==> src/rtl/clb_pkg.sv <==
package clb_pkg;

   // ------------------------------------------------------------
   // Function generator modes
   // ------------------------------------------------------------
   typedef enum logic [1:0]
   {
      COMB_LUT4   = 2'b00,  // One 4-input function with F equal to G
      COMB_LUT3X2 = 2'b01,  // Two independent 3-input functions
      COMB_BSEL   = 2'b10   // B picks the table half
   } comb_mode_e;

   // Three-way selector whose meaning depends on the mux it drives
   typedef enum logic [1:0]
   {
      SEL_0 = 2'b00,
      SEL_1 = 2'b01,
      SEL_2 = 2'b10
   } src3_e;

   // ------------------------------------------------------------
   // Lookup table as one word seen two ways
   // ------------------------------------------------------------
   typedef struct packed
   {
      logic [7:0] lut_hi;  // Entries 8..15, G side
      logic [7:0] lut_lo;  // Entries 0..7, F side
   } lut_halves_t;

   typedef union packed
   {
      logic [15:0] lut4;   // Indexed by {A,B,C,DQ1}
      lut_halves_t halves;
   } lut_table_u;

   // ------------------------------------------------------------
   // Per-block configuration word
   // ------------------------------------------------------------
   typedef struct packed
   {
      lut_table_u lut;
      comb_mode_e comb_mode;
      logic [2:0] f_in_sel;  // Bit 2 A/B, bit 1 B/C, bit 0 C/DQ1
      logic [2:0] g_in_sel;  // Bit 2 A/B, bit 1 B/C, bit 0 C/DQ2
      logic       dq1_sel;   // 0 takes D, 1 takes Q
      logic       dq2_sel;
      src3_e      s_sel;     // A, F, 0
      src3_e      r_sel;     // D, G, 0
      src3_e      clk_sel;   // G, C, K
      src3_e      x_sel;     // F, G, Q
      src3_e      y_sel;     // Q, G, F
   } clb_cfg_t;

   localparam int CFG_W = $bits(clb_cfg_t);

   // Word on the configuration port
   typedef struct packed
   {
      logic     valid;
      clb_cfg_t word;
   } cfg_link_t;

endpackage
==> src/rtl/clb_fabric_top.sv <==
`timescale 1ns/10ps

module clb_fabric_top #(
   parameter int NUM_CLB     = 4,
   parameter int CFG_CREDITS = 2
) (
   input  logic               KLK,
   input  logic               rst_n,
   input  clb_pkg::cfg_link_t cfg_in,
   output logic               cfg_credit,
   output logic               cfg_done,
   input  logic [NUM_CLB-1:0] a_pins,
   input  logic [NUM_CLB-1:0] b_pins,
   input  logic [NUM_CLB-1:0] d_pins,
   input  logic               c0_pin,
   input  logic               k_pin,
   output logic [NUM_CLB-1:0] x_pins,
   output logic [NUM_CLB-1:0] y_pins
);

   clb_pkg::clb_cfg_t [NUM_CLB-1:0] cfg_words;

   // Configuration intake
   clb_config_chain #(
      .NUM_CLB     (NUM_CLB),
      .CFG_CREDITS (CFG_CREDITS)
   ) u_cfg_chain (
      .KLK        (KLK),
      .rst_n      (rst_n),
      .cfg_in     (cfg_in),
      .cfg_credit (cfg_credit),
      .cfg_words  (cfg_words),
      .cfg_done   (cfg_done)
   );

   // Logic row runs once every block holds its word
   clb_row #(
      .NUM_CLB (NUM_CLB)
   ) u_row (
      .KLK       (KLK),
      .rst_n     (rst_n),
      .run       (cfg_done),
      .cfg_words (cfg_words),
      .a_pins    (a_pins),
      .b_pins    (b_pins),
      .d_pins    (d_pins),
      .c0_pin    (c0_pin),
      .k_pin     (k_pin),
      .x_pins    (x_pins),
      .y_pins    (y_pins)
   );

endmodule

==> src/rtl/clb_row.sv <==
`timescale 1ns/10ps

module clb_row #(
   parameter int NUM_CLB = 4
) (
   input  logic                            KLK,
   input  logic                            rst_n,
   input  logic                            run,
   input  clb_pkg::clb_cfg_t [NUM_CLB-1:0] cfg_words,
   input  logic [NUM_CLB-1:0]              a_pins,
   input  logic [NUM_CLB-1:0]              b_pins,
   input  logic [NUM_CLB-1:0]              d_pins,
   input  logic                            c0_pin,
   input  logic                            k_pin,
   output logic [NUM_CLB-1:0]              x_pins,
   output logic [NUM_CLB-1:0]              y_pins
);

   logic [NUM_CLB-1:0] c_chain;  // C input of each block

   // ------------------------------------------------------------
   // Blocks and fixed neighbor wiring
   // ------------------------------------------------------------
   for (genvar i = 0; i < NUM_CLB; i++)
   begin : g_clb
      if (i == 0)
      begin : g_head
         assign c_chain[i] = c0_pin;
      end
      else
      begin : g_link
         assign c_chain[i] = x_pins[i-1];  // X of the block below
      end

      clb_logic u_clb (
         .KLK   (KLK),
         .rst_n (rst_n),
         .run   (run),
         .cfg   (cfg_words[i]),
         .a     (a_pins[i]),
         .b     (b_pins[i]),
         .c     (c_chain[i]),
         .d     (d_pins[i]),
         .k     (k_pin),
         .x     (x_pins[i]),
         .y     (y_pins[i])
      );
   end

endmodule

==> src/rtl/clb_config_chain.sv <==
`timescale 1ns/10ps

module clb_config_chain #(
   parameter int NUM_CLB     = 4,
   parameter int CFG_CREDITS = 2
) (
   input  logic                              KLK,
   input  logic                              rst_n,
   input  clb_pkg::cfg_link_t                cfg_in,
   output logic                              cfg_credit,
   output clb_pkg::clb_cfg_t [NUM_CLB-1:0]   cfg_words,
   output logic                              cfg_done
);

   localparam int PTR_W = (CFG_CREDITS > 1) ? $clog2(CFG_CREDITS) : 1;
   localparam int LVL_W = $clog2(CFG_CREDITS + 1);
   localparam int POP_W = $clog2(NUM_CLB + 1);

   logic [clb_pkg::CFG_W-1:0] fifo_mem [CFG_CREDITS];
   logic [PTR_W-1:0]          wr_ptr;
   logic [PTR_W-1:0]          rd_ptr;
   logic [LVL_W-1:0]          fifo_lvl;
   logic [POP_W-1:0]          pop_cnt;
   logic                      push;
   logic                      pop;
   clb_pkg::clb_cfg_t         head;

   // ------------------------------------------------------------
   // Intake FIFO
   // ------------------------------------------------------------
   assign push = cfg_in.valid && (fifo_lvl != LVL_W'(CFG_CREDITS));  // Full drops the word
   assign pop  = (fifo_lvl != '0) && !cfg_done;
   assign head = fifo_mem[rd_ptr];

   always_ff @(posedge KLK)
   begin
      if (push)
      begin
         fifo_mem[wr_ptr] <= cfg_in.word;
      end
   end

   always_ff @(posedge KLK)
   begin
      if (!rst_n)
      begin
         wr_ptr   <= '0;
         rd_ptr   <= '0;
         fifo_lvl <= '0;
      end
      else
      begin
         if (push)
         begin
            wr_ptr <= (wr_ptr == PTR_W'(CFG_CREDITS - 1)) ? '0 : wr_ptr + 1'b1;
         end
         if (pop)
         begin
            rd_ptr <= (rd_ptr == PTR_W'(CFG_CREDITS - 1)) ? '0 : rd_ptr + 1'b1;
         end
         case ({push, pop})
            2'b10:   fifo_lvl <= fifo_lvl + 1'b1;
            2'b01:   fifo_lvl <= fifo_lvl - 1'b1;
            default: fifo_lvl <= fifo_lvl;
         endcase
      end
   end

   // ------------------------------------------------------------
   // Shift chain and credit return
   // ------------------------------------------------------------
   always_ff @(posedge KLK)
   begin
      if (!rst_n)
      begin
         cfg_words  <= '0;
         pop_cnt    <= '0;
         cfg_credit <= 1'b0;
      end
      else
      begin
         cfg_credit <= pop;  // One credit per pop one cycle later
         if (pop)
         begin
            for (int i = 0; i < NUM_CLB - 1; i++)
            begin
               cfg_words[i] <= cfg_words[i+1];
            end
            cfg_words[NUM_CLB-1] <= head;  // Newest word enters at the top
            pop_cnt              <= pop_cnt + 1'b1;
         end
      end
   end

   // Stays high until reset since pops stop here
   assign cfg_done = (pop_cnt == POP_W'(NUM_CLB));

endmodule

==> src/rtl/clb_logic.sv <==
`timescale 1ns/10ps

module clb_logic (
   input  logic              KLK,
   input  logic              rst_n,
   input  logic              run,
   input  clb_pkg::clb_cfg_t cfg,
   input  logic              a,
   input  logic              b,
   input  logic              c,
   input  logic              d,
   input  logic              k,
   output logic              x,
   output logic              y
);

   logic dq1;
   logic dq2;
   logic fa;
   logic fb;
   logic fc;
   logic ga;
   logic gb;
   logic gc;
   logic f;
   logic g;
   logic s;
   logic r;
   logic clk_src;
   logic clk_smp;    // Last sample of clk_src
   logic q;
   logic q_next;

   assign dq1 = cfg.dq1_sel ? q : d;
   assign dq2 = cfg.dq2_sel ? q : d;

   // Input selection for the split 3-input mode
   assign fa = cfg.f_in_sel[2] ? b : a;
   assign fb = cfg.f_in_sel[1] ? c : b;
   assign fc = cfg.f_in_sel[0] ? dq1 : c;
   assign ga = cfg.g_in_sel[2] ? b : a;
   assign gb = cfg.g_in_sel[1] ? c : b;
   assign gc = cfg.g_in_sel[0] ? dq2 : c;

   // ------------------------------------------------------------
   // Function generators
   // ------------------------------------------------------------
   always_comb
   begin
      case (cfg.comb_mode)
         clb_pkg::COMB_LUT3X2:
         begin
            f = cfg.lut.halves.lut_lo[{fa, fb, fc}];
            g = cfg.lut.halves.lut_hi[{ga, gb, gc}];
         end
         clb_pkg::COMB_BSEL:
         begin
            if (b)
            begin
               f = cfg.lut.halves.lut_hi[{a, c, dq2}];
            end
            else
            begin
               f = cfg.lut.halves.lut_lo[{a, c, dq1}];
            end
            g = f;  // Both outputs follow the chosen half
         end
         default:
         begin
            f = cfg.lut.lut4[{a, b, c, dq1}];
            g = f;
         end
      endcase
   end

   // ------------------------------------------------------------
   // Source selectors
   // ------------------------------------------------------------
   always_comb
   begin
      case (cfg.s_sel)
         clb_pkg::SEL_0: s = a;
         clb_pkg::SEL_1: s = f;
         default:        s = 1'b0;
      endcase
      case (cfg.r_sel)
         clb_pkg::SEL_0: r = d;
         clb_pkg::SEL_1: r = g;
         default:        r = 1'b0;
      endcase
      case (cfg.clk_sel)
         clb_pkg::SEL_0: clk_src = g;
         clb_pkg::SEL_1: clk_src = c;
         default:        clk_src = k;
      endcase
      case (cfg.x_sel)
         clb_pkg::SEL_0: x = f;
         clb_pkg::SEL_1: x = g;
         default:        x = q;
      endcase
      case (cfg.y_sel)
         clb_pkg::SEL_0: y = q;
         clb_pkg::SEL_1: y = g;
         default:        y = f;
      endcase
   end

   // Reset wins over set
   assign q_next = r ? 1'b0 : (s ? 1'b1 : f);

   // Storage bit clocked on a sampled rising edge of clk_src
   always_ff @(posedge KLK)
   begin
      if (!rst_n)
      begin
         clk_smp <= 1'b0;
         q       <= 1'b0;
      end
      else if (run)
      begin
         clk_smp <= clk_src;
         if (clk_src && !clk_smp)
         begin
            q <= q_next;
         end
      end
   end

endmodule

==> config.mk <==
export PLATFORM = sky130hd
export DESIGN_NAME = clb_fabric_top
export DESIGN_NICKNAME = d
export VERILOG_FILES = /design/src/rtl/clb_pkg.sv /design/src/rtl/clb_fabric_top.sv /design/src/rtl/clb_row.sv /design/src/rtl/clb_config_chain.sv /design/src/rtl/clb_logic.sv
export SDC_FILE = /design/constraint.sdc
export NUM_CORES = 1
export LEC_CHECK = 0
export ABC_AREA = 0
export BUFFER_PORTS_ARGS = -buffer_cell sky130_fd_sc_hd__buf_2
export CAP_MARGIN = 25
export CORE_MARGIN = 1.5
export CORE_UTILIZATION = 40
export DETAILED_ROUTE_END_ITERATION = 10
export GPL_ROUTABILITY_DRIVEN = 0
export MAX_ROUTING_LAYER = met4
export PLACE_DENSITY_LB_ADDON = 0.12
export SETUP_SLACK_MARGIN = 0.02
export SLEW_MARGIN = 20
export SYNTH_ARGS = -nofsm -noshare
export SYNTH_HDL_FRONTEND = slang
export SYNTH_SLANG_ARGS = --single-unit
==> constraint.sdc <==
create_clock -name KLK -period 14 [get_ports KLK]
set_clock_uncertainty 0.05 [all_clocks]
set_input_delay 0 -clock KLK [delete_from_list [all_inputs] [get_ports KLK]]
set_output_delay 0 -clock KLK [all_outputs]
set_load 0.05 [all_outputs]
==> results.txt <==
----------------------------------------------------
[Global route]
  First-pass GRT wire length ... slightly above 50000 µm
  Overall track demand over capacity in global routing ... 0.208
  Number of global-route vias before repair ... 9068
  Leftover overflow at the end of global routing ... 0
  Maximum number of pins on one net before global-route repair ... 109
  Number of antenna violations at the first check in global routing ... 0

[Synth]
  Proportion of synthesized area in mux cells ... 0.135
  Total of warnings raised by yosys ... 0
  Most used DFF post-synth ... sky130_fd_sc_hd__dfxtp_1
  Number of nets in the synthesized netlist ... around 1400
  Post-synthesis sequential element count ... 232
  Number of instances in the synthesized netlist ... roughly 1300
  Post-synth top area share ... 0.259
  Combined area of all synthesized cells ... ~12000 µm²
  Fraction of synthesis flops using an asynchronous set or reset pin ... 0
  Combinational family with the most area after synthesis ... compound AO/OA/AOI/OAI gates
  Synth Area in Compound Gates ... 0.210
  Mean area per synthesized cell ... 9.53 µm²
  Post-synth EDFFs ... 72
  Portion of the post-synthesis area used by sequential elements ... 0.433
  Top cell type by total area after synthesis ... sky130_fd_sc_hd__dfxtp_1
  Leading cell types by total area after synthesis ... sky130_fd_sc_hd__dfxtp_1 (26%), sky130_fd_sc_hd__edfxtp_1 (17%), sky130_fd_sc_hd__nand2_1 (9.7%)
  Xor/xnor cell area share of the yosys netlist ... 0.00354
  Area share of fa/ha/maj cells after synthesis ... 0.0111
  Simple-gate share of the synthesized area ... 0.166
  Number of distinct library cells after synthesis ... slightly below 100

[Power]
  Power density of the placed cells ... 179 nW/µm²
  Worst-case vdd ir drop ... 0.000156 V
  Leakage power summed over all cells ... around 5.4 nW

[Routing]
  Total wirelength of the detailed-routed design ... 32100 µm
  Detailed-route via count ... 9584
  Starting DRT DRC Count ... 797
  Drt via density ... approximately 5.4
  Pre-Repair DR Iteration Count ... 5
  Remaining number of nets flagged by the antenna check after routing ... 0
  # DRC ... 0
  WL per Instance ... 18.1 µm

[Setup path]
  Required time of the critical path ... 13950 ps
  Most frequent CP cell ... sky130_fd_sc_hd__and4_1
  Critical Path, Cell by Cell ... mux2i_4, a21o_1, a211oi_1, nor3b_1, a22oi_2, a31oi_1, o311ai_0, and4_1, a31oi_4, mux2i_1, nand4_1, o211ai_1, nor2_1, a211oi_2, a41oi_1, and3_4, and4_1, o41ai_1, buf_2
  R2r setup slk ... between 7000 and 8000 ps
  Path depth of the worst reg2reg path ... 19
  RR Endpoint ... u_row.g_clb[2].u_clb.q
  Largest fanout of any net on the critical path ... 13
  Nature of the critical path startpoint ... flip-flop
  Largest stage delay on the critical path ... 640 ps
  CP endpoint kind ... output port
  Data arrival time of the worst path ... between 7000 and 8000 ps
  Library cell contributing the largest single delay on the critical path ... sky130_fd_sc_hd__a22oi_2
  Class of the most critical setup path ... flip-flop to output port
  Reg2reg start ... u_row.g_clb[0].u_clb.q

[STA]
  Final critical delay including setup and external delays ... a little over 7000 ps
  Period utilisation layout ... 0.505
  Max Clk Rate ... ~140 MHz
  Setup violators final ... 0
  Worst rel slew slack ... 0.312
  Setup WS post-layout ... 6930 ps
  Final hold violation count ... 0
  Worst-Margin Slew ... 1030 ps
  Total Neg Setup Slack ... 0 ps
  Unrepaired setup endpoints after global routing ... false
  Number of max-slew violations in the final report ... 0

[Die]
  Die width ... between 150 and 200 µm
  Area of the die ... 32000 µm²
  Number of standard-cell rows in the floorplan ... 64
  Y dimension of the die ... 179 µm
  IO Count ... 63
  Starting Density ... 0.406
  Area of the core ... ~31000 µm²

[Clocking]
  Insertion delay of the later-clocked pin in the worst-skew pair ... 560 ps
  Number of H-tree levels ... 1
  Max Root-Sink Buffers ... 3
  Setup repair bufs after CTS ... 0
  Total CTS buffers ... 27
  Clock root buffer master ... sky130_fd_sc_hd__clkbuf_16
  Clock tree from TritonCTS ... done
  Clock input transition at the sequential cells of the worst setup and hold paths ... about 60 ps
  Clock sinks ... 232

[Final layout]
  Most used cells in the layout excluding fill and tap cells ... sky130_fd_sc_hd__nand2_1 (321), sky130_fd_sc_hd__dfxtp_1 (159), sky130_fd_sc_hd__a21boi_0 (118)
  Ant diodes ... 0
  Filler Cells Inserted ... a little under 3000
  Final std cells w/o fill ... 1775
  Layout cells sized above 1 ... 0.138
  Synth-to-Final Area Change ... 15.7%
  Most common cell after layout, fill and taps aside ... sky130_fd_sc_hd__nand2_1
  Post-layout util ... 0.469
  Number of nets in the layout ... 1423

[Worst hold path]
  Startpoint of the tightest hold check path ... a_pins[3]
  Min-delay worst type ... input pin to flip-flop
  Capture endpoint of the worst hold path ... u_row.g_clb[3].u_clb.q
  Hold Path Cell Cnt ... 4

[Placed design]
  Setup Slack @ Placement ... around 7700 ps
  Count of input and output buffers ... 62
  Placed cell count ... 1681
  HPWL after detailed placement ... around 22000 µm

[Run]
  Number of max-capacitance violations reported ... 0

[Run status]
  Run status ... completed

----------------------------------------------------
[synth_stat cells (8+ instances only)]
library cell / count
sky130_fd_sc_hd__a211oi_1: 13
sky130_fd_sc_hd__a21boi_0: 118
sky130_fd_sc_hd__a21o_1: 8
sky130_fd_sc_hd__a21oi_1: 23
sky130_fd_sc_hd__and2_1: 12
sky130_fd_sc_hd__buf_1: 12
sky130_fd_sc_hd__buf_4: 9
sky130_fd_sc_hd__clkbuf_1: 58
sky130_fd_sc_hd__dfxtp_1: 160
sky130_fd_sc_hd__edfxtp_1: 72
sky130_fd_sc_hd__ha_1: 11
sky130_fd_sc_hd__inv_1: 33
sky130_fd_sc_hd__mux2_2: 13
sky130_fd_sc_hd__mux2i_1: 105
sky130_fd_sc_hd__mux4_2: 16
sky130_fd_sc_hd__nand2_1: 321
sky130_fd_sc_hd__nand2b_1: 9
sky130_fd_sc_hd__nand3_1: 11
sky130_fd_sc_hd__nor2_1: 48
sky130_fd_sc_hd__nor2b_1: 15
sky130_fd_sc_hd__o211a_1: 39
sky130_fd_sc_hd__o21ai_0: 35
[kinds of logic after synthesis]
kind of cell | count (synthesis)
adder cells (fa/ha/maj) | 11
flip-flops | 232
XOR/XNOR | 5
AO/OA/AOI/OAI | 326
AND/OR/NAND/NOR | 466
multiplexers | 141
buffers and inverters | 118
[metrics by stage]
stage          hold slack, ps  cell area (µm²)  total power, mW
2_1_floorplan            48.9            12400             1.60
3_3_place_gp              137            12900             1.82
3_5_place_dp              141            12900             1.83
4_1_cts                  5.30            14300             2.58
5_1_grt                  34.5            14300             2.71
6_report                 38.3            14300             2.56
[report_power, final]
| part | internal, mW | switching [mW] | leakage (nW) | total (mW) |
|---|---|---|---|---|
| logic | 0.314 | 0.558 | 2.91 | 0.872 |
| registers | 0.813 | 0.140 | 1.97 | 0.954 |
| clock network | 0.443 | 0.291 | 0.464 | 0.735 |
| total | 1.57 | 0.989 | 5.35 | 2.56 |
[critical path: cells and delay by family (launching register included)]
family,cells,cell delay (ps)
buffers and inverters,1,380
AOI/OAI and AO/OA,10,3730
muxes,2,460
and+or+nand+nor,6,1390
DFF,1,510
[cell type report]
class	count	area [µm²]	area share
multi-input cells	949	6540	0.457
flip-flops and latches	232	5370	0.375
repair buffers	116	856	0.0598
clock buffers	30	717	0.0501
well taps	396	495	0.0346
clock inverters	19	216	0.0151
inverters	33	129	0.00900
[state kept, by name, indices dropped and copies added, names as in the netlist]
signal                     count
u_cfg_chain.fifo_mem          72
u_cfg_chain.cfg_credit         1
u_cfg_chain.pop_cnt            3
u_cfg_chain.wr_ptr             1
u_cfg_chain.rd_ptr             1
u_row.g_clb.u_clb.q            4
u_cfg_chain.cfg_words        144
u_row.g_clb.u_clb.clk_smp      4
u_cfg_chain.fifo_lvl           2
[layer usage]
layer,vias up,part of all wire,GRT usage
met4,0,0.021,0.0490
met2,200,0.46,0.336
li1,4808,-,-
met5,-,0,-
met3,48,0.038,0.0291
met1,4528,0.48,0.277
[repair_timing]
item,CTS,global route
resized for setup,0,0
endpoints found under the hold margin,133,0
hold buffers,45,0
[how the worst max path moves through the flow]
| stage | start | end | slack [ps] | cells past startpoint |
|---|---|---|---|---|
| final | u_row.g_clb[0].u_clb.q | x_pins[3] | 6930 | 19 |
| after global routing | u_row.g_clb[0].u_clb.q | x_pins[3] | 6350 | 19 |
| after CTS | u_row.g_clb[0].u_clb.q | x_pins[3] | 7060 | 19 |
| after detailed placement | u_row.g_clb[0].u_clb.q | x_pins[3] | 7710 | 19 |
| after global placement | u_row.g_clb[0].u_clb.q | x_pins[3] | 7760 | 19 |
| after floorplan | u_cfg_chain.cfg_words[11] | u_row.g_clb[3].u_clb.q | 8690 | 20 |
No activity file was read; power rests on OpenSTA's default activity.
